$ cat src/warp_pkg.sv
`default_nettype none

package warp_pkg;

	// Core dimensions, fixed because the structs below depend on them
	localparam int NUM_WARPS   = 4;
	localparam int NUM_THREADS = 4;
	localparam int WARP_W      = 2;

	// Control operations reported by the execution stage
	typedef enum logic [3:0] {
		OP_NONE,
		OP_TMC,
		OP_SPLIT,
		OP_JOIN,
		OP_JUMP,
		OP_RESUME,
		OP_WSTALL,
		OP_BARRIER,
		OP_HALT
	} ctl_op_e;

	typedef struct packed {
		ctl_op_e                 op;
		logic [WARP_W-1:0]       warp;
		logic [31:0]             pc;          // Jump target or split save PC
		logic [NUM_THREADS-1:0]  mask;
		logic [NUM_THREADS-1:0]  later_mask;  // Else-mask of a split
		logic [1:0]              bar_id;
		logic [2:0]              bar_count;   // Warps expected at the barrier
	} warp_ctl_t;

	// Offer to the fetch stage
	typedef struct packed {
		logic                    valid;
		logic [WARP_W-1:0]       warp;
		logic [31:0]             pc;
		logic [NUM_THREADS-1:0]  mask;
	} issue_t;

	typedef struct packed {
		logic [NUM_WARPS-1:0] active;
		logic [NUM_WARPS-1:0] stalled;
		logic [NUM_WARPS-1:0] barrier_wait;
	} warp_status_t;

	typedef enum logic [1:0] {
		ST_IDLE,
		ST_RUN,
		ST_HALTED
	} sched_state_e;

endpackage

`default_nettype wire

$ cat src/ipdom_stack.sv
`timescale 1ns/1ps
`default_nettype none

module ipdom_stack #(
	parameter int WIDTH = 37,
	parameter int DEPTH = 4
) (
	input  wire logic             clk,
	input  wire logic             reset,
	input  wire logic             push,
	input  wire logic             pop,
	input  wire logic [WIDTH-1:0] entry_taken,
	input  wire logic [WIDTH-1:0] entry_later,
	output logic      [WIDTH-1:0] top_entry
);

	localparam int IDX_W = (DEPTH > 1) ? $clog2(DEPTH) : 1;
	localparam int PTR_W = IDX_W + 1;

	logic [WIDTH-1:0] entries [DEPTH];
	logic [PTR_W-1:0] ptr;
	logic [IDX_W-1:0] wr_idx;
	logic [IDX_W-1:0] top_idx;

	assign wr_idx  = ptr[IDX_W-1:0];
	// ptr counts entries, so the top sits one below it
	assign top_idx = IDX_W'(ptr - 1'b1);

	// Push stores the fall-through marker first, the later entry on top
	always_ff @(posedge clk) begin
		if (push) begin
			entries[wr_idx]                 <= entry_taken;
			entries[IDX_W'(wr_idx + 1'b1)]  <= entry_later;
		end
	end

	always_ff @(posedge clk or posedge reset) begin
		if (reset) begin
			ptr <= '0;
		end else if (push) begin
			ptr <= ptr + PTR_W'(2);
		end else if (pop && (ptr != '0)) begin
			ptr <= ptr - 1'b1;
		end
	end

	assign top_entry = entries[top_idx];

endmodule

`default_nettype wire

$ cat src/warp_table.sv
`timescale 1ns/1ps
`default_nettype none

module warp_table #(
	parameter int STACK_DEPTH  = 4,
	parameter int NUM_BARRIERS = 2
) (
	input  wire logic                               clk,
	input  wire logic                               reset,
	input  wire warp_pkg::warp_ctl_t                ctl,
	input  wire logic                               spawn,
	input  wire logic [31:0]                        spawn_pc,
	input  wire logic [warp_pkg::NUM_WARPS-1:0]     spawn_mask,
	input  wire logic                               fire,
	input  wire logic [warp_pkg::WARP_W-1:0]        fire_warp,
	input  wire logic [warp_pkg::WARP_W-1:0]        sel_warp,
	output logic      [31:0]                        sel_pc,
	output logic      [warp_pkg::NUM_THREADS-1:0]   sel_mask,
	output warp_pkg::warp_status_t                  status
);

	localparam int NW    = warp_pkg::NUM_WARPS;
	localparam int NT    = warp_pkg::NUM_THREADS;
	localparam int BAR_W = (NUM_BARRIERS > 1) ? $clog2(NUM_BARRIERS) : 1;

	// Reconvergence entry kept on each warp's divergence stack
	typedef struct packed {
		logic          fall;
		logic [31:0]   pc;
		logic [NT-1:0] mask;
	} stack_entry_t;

	logic [31:0]   pcs   [NW];
	logic [NT-1:0] masks [NW];
	logic [NW-1:0] active;
	logic [NW-1:0] stalled;
	logic [NW-1:0] bar_mask [NUM_BARRIERS];
	logic [NW-1:0] bar_any;

	stack_entry_t  tops  [NW];
	stack_entry_t  entry_taken;
	stack_entry_t  entry_later;
	stack_entry_t  join_top;

	logic [BAR_W-1:0] bar_sel;
	logic             bar_release;

	assign entry_taken = '{fall: 1'b1, pc: 32'h0, mask: masks[ctl.warp]};
	assign entry_later = '{fall: 1'b0, pc: ctl.pc, mask: ctl.later_mask};
	assign join_top    = tops[ctl.warp];

	for (genvar w = 0; w < NW; w++) begin : g_stack
		ipdom_stack #(
			.WIDTH ($bits(stack_entry_t)),
			.DEPTH (STACK_DEPTH)
		) stack_i (
			.clk         (clk),
			.reset       (reset),
			.push        ((ctl.op == warp_pkg::OP_SPLIT) && (ctl.warp == w)),
			.pop         ((ctl.op == warp_pkg::OP_JOIN) && (ctl.warp == w)),
			.entry_taken (entry_taken),
			.entry_later (entry_later),
			.top_entry   (tops[w])
		);
	end

	// Last arrival releases the barrier
	assign bar_sel     = BAR_W'(ctl.bar_id);
	assign bar_release = ($countones(bar_mask[bar_sel]) + 1) == int'(ctl.bar_count);

	always_comb begin
		bar_any = '0;
		for (int b = 0; b < NUM_BARRIERS; b++) begin
			bar_any = bar_any | bar_mask[b];
		end
	end

	always_ff @(posedge clk or posedge reset) begin
		if (reset) begin
			active  <= '0;
			stalled <= '0;
			for (int w = 0; w < NW; w++) begin
				pcs[w]   <= '0;
				masks[w] <= '0;
			end
			for (int b = 0; b < NUM_BARRIERS; b++) begin
				bar_mask[b] <= '0;
			end
		end else begin
			if (fire) begin
				pcs[fire_warp] <= pcs[fire_warp] + 32'd4;
			end

			// Applied after the increment so an operation wins on the same warp
			case (ctl.op)
				warp_pkg::OP_TMC: begin
					masks[ctl.warp]   <= ctl.mask;
					stalled[ctl.warp] <= 1'b0;
				end
				warp_pkg::OP_SPLIT: masks[ctl.warp] <= ctl.mask;
				warp_pkg::OP_JOIN: begin
					masks[ctl.warp] <= join_top.mask;
					if (!join_top.fall) begin
						pcs[ctl.warp] <= join_top.pc;
					end
				end
				warp_pkg::OP_JUMP: begin
					pcs[ctl.warp]     <= ctl.pc;
					stalled[ctl.warp] <= 1'b0;
				end
				warp_pkg::OP_RESUME: stalled[ctl.warp] <= 1'b0;
				warp_pkg::OP_WSTALL: stalled[ctl.warp] <= 1'b1;
				warp_pkg::OP_BARRIER: begin
					if (bar_release) begin
						bar_mask[bar_sel] <= '0;
					end else begin
						bar_mask[bar_sel][ctl.warp] <= 1'b1;
					end
				end
				warp_pkg::OP_HALT: active[ctl.warp] <= 1'b0;
				default: ;
			endcase

			if (spawn) begin
				active  <= spawn_mask;
				stalled <= '0;
				for (int b = 0; b < NUM_BARRIERS; b++) begin
					bar_mask[b] <= '0;
				end
				for (int w = 0; w < NW; w++) begin
					if (spawn_mask[w]) begin
						pcs[w]   <= spawn_pc;
						masks[w] <= NT'(1);
					end
				end
			end
		end
	end

	assign sel_pc   = pcs[sel_warp];
	assign sel_mask = masks[sel_warp];

	assign status.active       = active;
	assign status.stalled      = stalled;
	assign status.barrier_wait = bar_any;

endmodule

`default_nettype wire

$ cat src/sched_fsm.sv
`timescale 1ns/1ps
`default_nettype none

module sched_fsm (
	input  wire logic                             clk,
	input  wire logic                             reset,
	input  wire logic                             start,
	input  wire logic                             stall,
	input  wire warp_pkg::warp_status_t           status,
	input  wire logic [31:0]                      sel_pc,
	input  wire logic [warp_pkg::NUM_THREADS-1:0] sel_mask,
	output logic                                  spawn,
	output logic      [warp_pkg::WARP_W-1:0]      sel_warp,
	output logic                                  fire,
	output logic      [warp_pkg::WARP_W-1:0]      fire_warp,
	output warp_pkg::issue_t                      issue,
	output warp_pkg::sched_state_e                state,
	output logic                                  count_en,
	output logic                                  ebreak
);

	warp_pkg::sched_state_e state_next;

	logic [warp_pkg::NUM_WARPS-1:0] round;
	logic [warp_pkg::NUM_WARPS-1:0] ready;
	logic [warp_pkg::NUM_WARPS-1:0] pool;
	logic [warp_pkg::WARP_W-1:0]    pick;
	logic                           refill;

	assign ready  = status.active & ~status.stalled & ~status.barrier_wait;
	// Round is exhausted, start a new one from every ready warp
	assign refill = (round & ready) == '0;
	assign pool   = refill ? ready : (round & ready);

	// Lowest index wins
	always_comb begin
		pick = '0;
		for (int i = warp_pkg::NUM_WARPS - 1; i >= 0; i--) begin
			if (pool[i]) begin
				pick = i[warp_pkg::WARP_W-1:0];
			end
		end
	end

	always_comb begin
		state_next = state;
		case (state)
			warp_pkg::ST_IDLE:   if (start) state_next = warp_pkg::ST_RUN;
			warp_pkg::ST_RUN:    if (status.active == '0) state_next = warp_pkg::ST_HALTED;
			warp_pkg::ST_HALTED: if (start) state_next = warp_pkg::ST_RUN;
			default:             state_next = warp_pkg::ST_IDLE;
		endcase
	end

	always_ff @(posedge clk or posedge reset) begin
		if (reset) begin
			state <= warp_pkg::ST_IDLE;
			round <= '0;
		end else begin
			state <= state_next;
			if (state != warp_pkg::ST_RUN) begin
				round <= '0;
			end else begin
				round <= pool;
				if (fire) begin
					round[pick] <= 1'b0;
				end
			end
		end
	end

	always_comb begin
		issue.valid = (state == warp_pkg::ST_RUN) && (pool != '0) && (sel_mask != '0);
		issue.warp  = pick;
		issue.pc    = sel_pc;
		issue.mask  = sel_mask;
	end

	assign spawn     = start && (state != warp_pkg::ST_RUN);
	assign sel_warp  = pick;
	assign fire      = issue.valid && !stall;
	assign fire_warp = pick;
	assign count_en  = (state == warp_pkg::ST_RUN);
	assign ebreak    = (state == warp_pkg::ST_HALTED);

endmodule

`default_nettype wire

$ cat src/issue_counter.sv
`timescale 1ns/1ps
`default_nettype none

module issue_counter (
	input  wire logic        clk,
	input  wire logic        reset,
	input  wire logic        clear,
	input  wire logic        count_en,
	input  wire logic        fire,
	output logic      [31:0] issue_count,
	output logic      [31:0] cycle_count
);

	// Taken issues
	always_ff @(posedge clk or posedge reset) begin
		if (reset) begin
			issue_count <= '0;
		end else if (clear) begin
			issue_count <= '0;
		end else if (fire) begin
			issue_count <= issue_count + 32'd1;
		end
	end

	// Cycles spent running
	always_ff @(posedge clk or posedge reset) begin
		if (reset) begin
			cycle_count <= '0;
		end else if (clear) begin
			cycle_count <= '0;
		end else if (count_en) begin
			cycle_count <= cycle_count + 32'd1;
		end
	end

endmodule

`default_nettype wire

$ cat src/sched_apb_regs.sv
`timescale 1ns/1ps
`default_nettype none

module sched_apb_regs (
	input  wire logic                           clk,
	input  wire logic                           reset,
	input  wire logic [7:0]                     paddr,
	input  wire logic                           psel,
	input  wire logic                           penable,
	input  wire logic                           pwrite,
	input  wire logic [31:0]                    pwdata,
	output logic      [31:0]                    prdata,
	output logic                                pready,
	output logic                                pslverr,
	input  wire warp_pkg::sched_state_e         state,
	input  wire logic [warp_pkg::NUM_WARPS-1:0] active,
	input  wire logic                           ebreak,
	input  wire logic [31:0]                    issue_count,
	input  wire logic [31:0]                    cycle_count,
	output logic                                start,
	output logic      [31:0]                    spawn_pc,
	output logic      [warp_pkg::NUM_WARPS-1:0] spawn_mask
);

	localparam logic [7:0] ADDR_CTRL        = 8'h00;
	localparam logic [7:0] ADDR_SPAWN_PC    = 8'h04;
	localparam logic [7:0] ADDR_SPAWN_MASK  = 8'h08;
	localparam logic [7:0] ADDR_STATUS      = 8'h0C;
	localparam logic [7:0] ADDR_ISSUE_COUNT = 8'h10;
	localparam logic [7:0] ADDR_CYCLE_COUNT = 8'h14;

	logic access;
	logic wr_en;
	logic known;

	assign access = psel && penable;
	assign wr_en  = access && pwrite;

	always_ff @(posedge clk or posedge reset) begin
		if (reset) begin
			start      <= 1'b0;
			spawn_pc   <= '0;
			spawn_mask <= '0;
		end else begin
			// One-cycle pulse, seen by the FSM after the access edge
			start <= wr_en && (paddr == ADDR_CTRL) && pwdata[0];
			if (wr_en && (paddr == ADDR_SPAWN_PC)) begin
				spawn_pc <= pwdata;
			end
			if (wr_en && (paddr == ADDR_SPAWN_MASK)) begin
				spawn_mask <= pwdata[warp_pkg::NUM_WARPS-1:0];
			end
		end
	end

	always_comb begin
		known  = 1'b1;
		prdata = '0;
		case (paddr)
			ADDR_CTRL:        prdata = '0;
			ADDR_SPAWN_PC:    prdata = spawn_pc;
			ADDR_SPAWN_MASK:  prdata = 32'(spawn_mask);
			ADDR_STATUS:      prdata = 32'({ebreak, active, 2'b00, state});
			ADDR_ISSUE_COUNT: prdata = issue_count;
			ADDR_CYCLE_COUNT: prdata = cycle_count;
			default:          known  = 1'b0;
		endcase
	end

	// No wait states
	assign pready  = 1'b1;
	assign pslverr = access && !known;

endmodule

`default_nettype wire

$ cat src/warp_sched_top.sv
`timescale 1ns/1ps
`default_nettype none

module warp_sched_top #(
	parameter int STACK_DEPTH  = 4,
	parameter int NUM_BARRIERS = 2
) (
	input  wire logic                clk,
	input  wire logic                reset,
	input  wire logic [7:0]          paddr,
	input  wire logic                psel,
	input  wire logic                penable,
	input  wire logic                pwrite,
	input  wire logic [31:0]         pwdata,
	output logic      [31:0]         prdata,
	output logic                     pready,
	output logic                     pslverr,
	input  wire warp_pkg::warp_ctl_t ctl,
	input  wire logic                stall,
	output warp_pkg::issue_t         issue,
	output logic                     ebreak
);

	logic                             start;
	logic [31:0]                      spawn_pc;
	logic [warp_pkg::NUM_WARPS-1:0]   spawn_mask;
	logic                             spawn;
	logic                             fire;
	logic [warp_pkg::WARP_W-1:0]      fire_warp;
	logic [warp_pkg::WARP_W-1:0]      sel_warp;
	logic [31:0]                      sel_pc;
	logic [warp_pkg::NUM_THREADS-1:0] sel_mask;
	logic                             count_en;
	logic [31:0]                      issue_count;
	logic [31:0]                      cycle_count;
	warp_pkg::warp_status_t           status;
	warp_pkg::sched_state_e           state;

	sched_apb_regs regs_i (
		.clk         (clk),
		.reset       (reset),
		.paddr       (paddr),
		.psel        (psel),
		.penable     (penable),
		.pwrite      (pwrite),
		.pwdata      (pwdata),
		.prdata      (prdata),
		.pready      (pready),
		.pslverr     (pslverr),
		.state       (state),
		.active      (status.active),
		.ebreak      (ebreak),
		.issue_count (issue_count),
		.cycle_count (cycle_count),
		.start       (start),
		.spawn_pc    (spawn_pc),
		.spawn_mask  (spawn_mask)
	);

	warp_table #(
		.STACK_DEPTH  (STACK_DEPTH),
		.NUM_BARRIERS (NUM_BARRIERS)
	) table_i (
		.clk        (clk),
		.reset      (reset),
		.ctl        (ctl),
		.spawn      (spawn),
		.spawn_pc   (spawn_pc),
		.spawn_mask (spawn_mask),
		.fire       (fire),
		.fire_warp  (fire_warp),
		.sel_warp   (sel_warp),
		.sel_pc     (sel_pc),
		.sel_mask   (sel_mask),
		.status     (status)
	);

	sched_fsm fsm_i (
		.clk       (clk),
		.reset     (reset),
		.start     (start),
		.stall     (stall),
		.status    (status),
		.sel_pc    (sel_pc),
		.sel_mask  (sel_mask),
		.spawn     (spawn),
		.sel_warp  (sel_warp),
		.fire      (fire),
		.fire_warp (fire_warp),
		.issue     (issue),
		.state     (state),
		.count_en  (count_en),
		.ebreak    (ebreak)
	);

	issue_counter counter_i (
		.clk         (clk),
		.reset       (reset),
		.clear       (start),
		.count_en    (count_en),
		.fire        (fire),
		.issue_count (issue_count),
		.cycle_count (cycle_count)
	);

endmodule

`default_nettype wire

$ cat config.mk
export PLATFORM = sky130hd
export DESIGN_NAME = warp_sched_top
export DESIGN_NICKNAME = d
export VERILOG_FILES = /design/src/warp_pkg.sv /design/src/ipdom_stack.sv /design/src/warp_table.sv /design/src/sched_fsm.sv /design/src/issue_counter.sv /design/src/sched_apb_regs.sv /design/src/warp_sched_top.sv
export SDC_FILE = /design/constraint.sdc
export NUM_CORES = 2
export LEC_CHECK = 0
export BUFFER_PORTS_ARGS = -buffer_cell sky130_fd_sc_hd__clkbuf_2
export CORE_MARGIN = 5
export CORE_UTILIZATION = 25
export DETAILED_ROUTE_END_ITERATION = 6
export PLACE_DENSITY = 0.4
export SLEW_MARGIN = 20
export SYNTH_ARGS = -nofsm -noshare
export SYNTH_HDL_FRONTEND = slang
export SYNTH_HIERARCHICAL = 1
export SYNTH_SLANG_ARGS = --single-unit
export TNS_END_PERCENT = 50
$ cat constraint.sdc
create_clock -name clk -period 6.9 [get_ports clk]
set_clock_uncertainty 0.05 [all_clocks]
set_input_delay 1.035 -clock clk [delete_from_list [all_inputs] [get_ports clk]]
set_output_delay 1.035 -clock clk [all_outputs]
set_load 0.005 [all_outputs]
* Yosys cells after proc, flatten, opt, wreduce, memory -nomap -nowiden
Memories as Yosys holds them, arrays and structs flattened. Index checks and enable logic that the tools add are counted.
Storage, ports and cells: bits in read-only memories 0, latch bits 0, output and inout bits 74, memory bits (writable) 592, memories 4, word-level logic and storage cells 238, register bits after elaboration 279
Memory list:
- table_i.g_stack[0].stack_i.entries | words 4, width 37, read ports 1, clocked after memory_dff 0, wr ports 2, RTL line ipdom_stack.sv:20 | logic [WIDTH-1:0] entries [DEPTH];
- table_i.g_stack[1].stack_i.entries | words 4, width 37, read ports 1, clocked after memory_dff 0, wr ports 2, RTL line ipdom_stack.sv:20
- table_i.g_stack[2].stack_i.entries | words 4, width 37, read ports 1, clocked after memory_dff 0, wr ports 2, RTL line ipdom_stack.sv:20
- table_i.g_stack[3].stack_i.entries | words 4, width 37, read ports 1, clocked after memory_dff 0, wr ports 2, RTL line ipdom_stack.sv:20
Cells by class: reduce and logical (&&, ||, !) cells 55, multiplexer cells 87, div/mod/pow operators 0, $mul 0, shift operators 0, magnitude comparators 10, add/subtract/negate cells 19, bitwise gates (word level) 18, equal/unequal tests 22
Operators by type and width (number):
- bitwise mux 128 bit | 3
- two-way mux 128 bit | 3
- two-way mux 32 bit | 12
- one-hot mux 128 bit (2 select lines) | 1
- one-hot mux 32 bit (5 select lines) | 1
- demux 32 bit (select 2 bit) | 2
- two-way mux 4 bit | 20
- binary-select mux 37 bit (select 2 bit) | 1
- two-way mux 37 bit | 2
- adder 32 x 1 -> 32 bit (second input constant) | 2
- binary-select mux 32 bit (select 2 bit) | 1
- adder 32 x 2 -> 32 bit (second input constant) | 1
- adder 32 x 3 -> 32 bit (second input constant) | 1
- adder 32 bit | 1
- bitwise mux 16 bit | 2
- == test 32 x 4 -> 1 bit | 1
- one-hot mux 16 bit (2 select lines) | 1
- logical AND 1 bit | 28
- bitwise AND 4 bit | 6
- two-way mux 3 bit | 8
- two-way mux 8 bit | 3
- binary-select mux 4 bit (select 2 bit) | 2
- == test 4 x 3 -> 1 bit (second input constant) | 4
- == test 8 x 4 -> 1 bit (second input constant) | 2
- 44 further kinds | 103

* Depth between registers and ports, before layout
depth in word-level cells 23, mapped depth 19, mapped depth without buffers 14

* Hierarchy
The synthesis kept the hierarchy.
Modules (own cells, without submodules):
- ipdom_stack | cells an instance 386, times used 4, area each 7398.3 µm², seq. area each 4519.3 µm²
- warp_table | cells an instance 1615, times used 1, area each 13808.2 µm², seq. area each 4003.8 µm²
- issue_counter | cells an instance 351, times used 1, area each 3358.2 µm², seq. area each 1601.5 µm²
- sched_apb_regs | cells an instance 231, times used 1, area each 2418.6 µm², seq. area each 925.9 µm²
- sched_fsm | cells an instance 94, times used 1, area each 798.3 µm², seq. area each 150.1 µm²

* Worst setup path before layout
No wires, ideal clock.
path kind register to register, start point reg table_i/bar_mask[3] in the netlist's numbering, end point reg table_i/pcs[102] in the netlist's numbering, data required time 6729 ps, clock period less this slack 5504 ps, cell stages (with the launch flop) 17, path buffers 4, arrival time 5333 ps, setup slack 1396 ps, cells stage by stage dfrtp_1 -> or2_2 -> and4bb_2 -> nor3_1 -> o21ai_0 -> a21boi_0 -> buf_4 -> clkbuf_1 -> clkbuf_1 -> mux4_2 -> o41ai_1 -> a311oi_2 -> nor3b_1 -> clkbuf_1 -> a211oi_1 -> nor3_1 -> nor2_1
RTL lines:
- from (decl) | RTL line warp_table.sv:37 | logic [NW-1:0] bar_mask [NUM_BARRIERS];
- from (signal, indexed assignment) | RTL line warp_table.sv:87 | bar_mask[b] <= '0;
- from (signal, indexed assignment) | RTL line warp_table.sv:115 | bar_mask[bar_sel] <= '0;
- from (signal, indexed assignment) | RTL line warp_table.sv:117 | bar_mask[bar_sel][ctl.warp] <= 1'b1;
- to (signal, indexed assignment) | RTL line warp_table.sv:91 | pcs[fire_warp] <= pcs[fire_warp] + 32'd4;
- to (signal, indexed assignment) | RTL line warp_table.sv:104 | pcs[ctl.warp] <= join_top.pc;
- to (signal, indexed assignment) | RTL line warp_table.sv:108 | pcs[ctl.warp] <= ctl.pc;
- to (decl) | RTL line warp_table.sv:33 | logic [31:0] pcs [NW];

==> results.toml <==
[logic_synthesis]
ys_warn_count = 6
yosysMostFrequentCell = "mux2_2"
yosys-mux-area-fraction_pct = 26.8
synth-simple-area-share_pct = 8.27
avgSynthCellArea_um2 = 13.0
synth-compound-area-share_pct = 10.1
synth_top_area_share_pct = 35.6
yosys-top-cells-count = "669 x mux2_2, 592 x edfxtp_1, 279 x dfrtp_1"
synth_area_mm2 = 0.0500
yosys.area.top_type = "edfxtp_1"
synth_edf_count = 592
synth_top_family_by_area = "multiplexers"
synth_seq_area_share_pct = 49.5
synthArstFlopShare_pct = 32.0
synth_xor_area_share_pct = 0.841
ys_ff_latch = 871
yosysUniqueCellTypes = 97
synth_fa_ha_area_share_pct = 0.666
synth_ff_type = "edfxtp_1"
synthCells = 3835
synth_area_leaders = "edfxtp_1 36%, mux2_2 15%, dfrtp_1 14%, mux4_2 11%, a21oi_1 2.0%"

[clock_tree]
numCtsBuffers = 104
insertion_delay_ps = 750
root_buffer = "clkbuf_16"
hold_buffers = 0
clock_path_buffers = 3
post_cts_resized = 0
cts.sinks = 871
post_cts_buffers = 0
htreeDepth = 3
cts_tree = "built"
cts.clk_slew.worst_paths_ps = 60

[final_layout]
fin_area_mm2 = 0.0590
finalCoreUtilization_pct = 29.6
area_growth_pct = 18.0
drive_gt1_share_pct = 32.2
nNetsFinal = 4592
instances_no_fill = 7224

[drt]
vias_per_cell = 5.03
wirelength_um = 197000
vias = 36338
first_pass_iters = 7
drc = 3
drt_iter0_drc = 3020
routedWlPerCell_um = 27.2
postRouteAntennaNets = 0

[place]
dp_slack_ps = 1490
placed_cell_area_mm2 = 0.0556
post-dp-hpwl_um = 130000
io_buffer_count = 168
place_congestion = 0.846
dp.cells = 7019

[hold_path]
hp-class = "in2async"

[power_and_ir_drop]
ir_worst_vdd_mv = 0.209
power_density_mw_per_mm2 = 310
p_leak_nw = 21.4
fin_total_pwr_mw = 18.3

[floorplanning]
die-area_mm2 = 0.209
die_h_um = 457
initial_core_util_pct = 25.1
io_pins = 171
coreArea_mm2 = 0.199
chipWidth_um = 457
rows = 164

[status]
outcome = "finished, violations left"
violations = "design-rule violations"

[sta]
rsz0062_at_grt = "no"
final_hold_viol_count = 0
period_needed_ps = 5580
relSlewSlack_pct = 18.1
setup_viol = 0
setup_slack_ps = 1320
worst_pin_slew_ps = 1230
holdWs_ps = 323
maxSlewViolCount = 0
finalCritPeriodShare_pct = 80.8
setup_tns_ps = 0
max_freq_mhz = 179

[global_routing]
grt_pass1_wl_um = 278000
grt_max_degree = 83
grt_usage_pct = 18.3
grt_overflow = 0
antenna_found_initial = 25
grt_pass1_vias = 35976

[run]
cap_violations = 0

[setup_path]
path_buf_inv = 3
cp_max_fo = 15
cp.required_ps = 7500
slowest_stage = "nor2_2"
cpPeakStageDelay_ps = 950
end_kind = "flip-flop"
reg2reg_depth = 16
crit_arrival_ps = 6170
reg2reg_slack_ps = 1320
cp_top_family = "simple AND/OR/NAND/NOR gates"
start_kind = "flip-flop"
crit_cells = 16
crit_path_cell_trace = "or2_2 -> nor4bb_1 -> nor3_1 -> o21ai_0 -> a21boi_4 -> mux4_2 -> o41ai_1 -> buf_4 -> a311oi_2 -> buf_4 -> nand2_1 -> nor2_2 -> buf_4 -> nor2_1 -> a221o_1 -> a21oi_1"
path_class = "reg2reg"
cp_common_cell = "buf_4"
## worst reg2reg max path, cell delays in order (launching register included)
cell and delay (ps):
dfrtp_1 390, or2_2 340, nor4bb_1 550, nor3_1 130
o21ai_0 450, a21boi_4 230, mux4_2 430, o41ai_1 120
buf_4 210, a311oi_2 370, buf_4 320, nand2_1 110
nor2_2 960, buf_4 390, nor2_1 60, a221o_1 250
a21oi_1 150
## registers in the layout, indices dropped and copies added, names as in the netlist
| signal | count |
|---|---|
| table_i/g_stack.stack_i/entries | 592 |
| table_i/pcs | 128 |
| counter_i/cycle_count | 32 |
| counter_i/issue_count | 32 |
| regs_i/spawn_pc | 32 |
| table_i/masks | 16 |
| table_i/g_stack.stack_i/ptr | 12 |
| table_i/bar_mask | 8 |
| fsm_i/round | 4 |
| regs_i/spawn_mask | 4 |
| table_i/active | 4 |
| table_i/stalled | 4 |
| fsm_i/state | 2 |
| regs_i/start | 1 |
## area by class of cell
type,count,area (µm²)
Sequential cell,871,24800
Fill cell,20579,140000
Inverter,44,170
Clock buffer,141,2880
Multi-Input combinational cell,3154,25500
Antenna cell,14,35.0
Tap cell,2656,3320
Timing Repair Buffer,294,1880
Clock inverter,50,394
## placed cells by master, fill, tap and decap left out, types with 24 or more instances in the layout
master / n
conb_1: 545
dfrtp_1: 274
nor3_1: 44
a221oi_1: 43
nand4_1: 33
a21oi_1: 194
mux4_2: 249
edfxtp_1: 592
inv_1: 39
a22oi_1: 52
clkbuf_16: 106
clkbuf_2: 166
o21ai_0: 182
clkinv_1: 24
buf_4: 120
or4_1: 26
o22ai_1: 28
nand2_1: 207
clkbuf_1: 25
a31oi_1: 45
nand3_1: 55
mux2_2: 669
o211ai_1: 28
o31ai_1: 33
a211oi_1: 24
xnor2_1: 25
nor2_1: 228
## per-layer routing
layer	global-route usage, %	vias to the layer above	wire length, µm
li1	-	15863	-
met1	25.0	18866	87100
met2	29.5	1330	90800
met3	3.91	267	13600
met4	4.44	12	4920
met5	0	-	82
## final timing paths
kind	start	to
min in group clk	table_i/g_stack[1].stack_i/ptr[2]	table_i/g_stack[1].stack_i/ptr[2]
min	reset	table_i/g_stack[3].stack_i/ptr[2]
min reg2reg	table_i/g_stack[1].stack_i/ptr[2]	table_i/g_stack[1].stack_i/ptr[2]
max reg2reg	table_i/bar_mask[4]	table_i/pcs[80]
max in group asynchronous	reset	table_i/pcs[57]
max	table_i/bar_mask[4]	table_i/pcs[80]
## power breakdown
group	switching (mW)	total, mW	leakage, nW	internal (mW)
Combinational	3.68	6.27	10.8	2.59
Sequential	0.497	6.54	8.95	6.05
Clock	2.40	5.44	1.61	3.04
## logic make-up (layout without fill, tap and decap cells)
logic type      Yosys count  count (layout)
flops                   871             871
buf+inv                 352             529
compound gates          785             785
simple gates            807             807
other cells               3             559
xor+xnor                 48              48
mux                     943             943
fa+ha+maj                26              26
(Power assumes the default switching activity.)
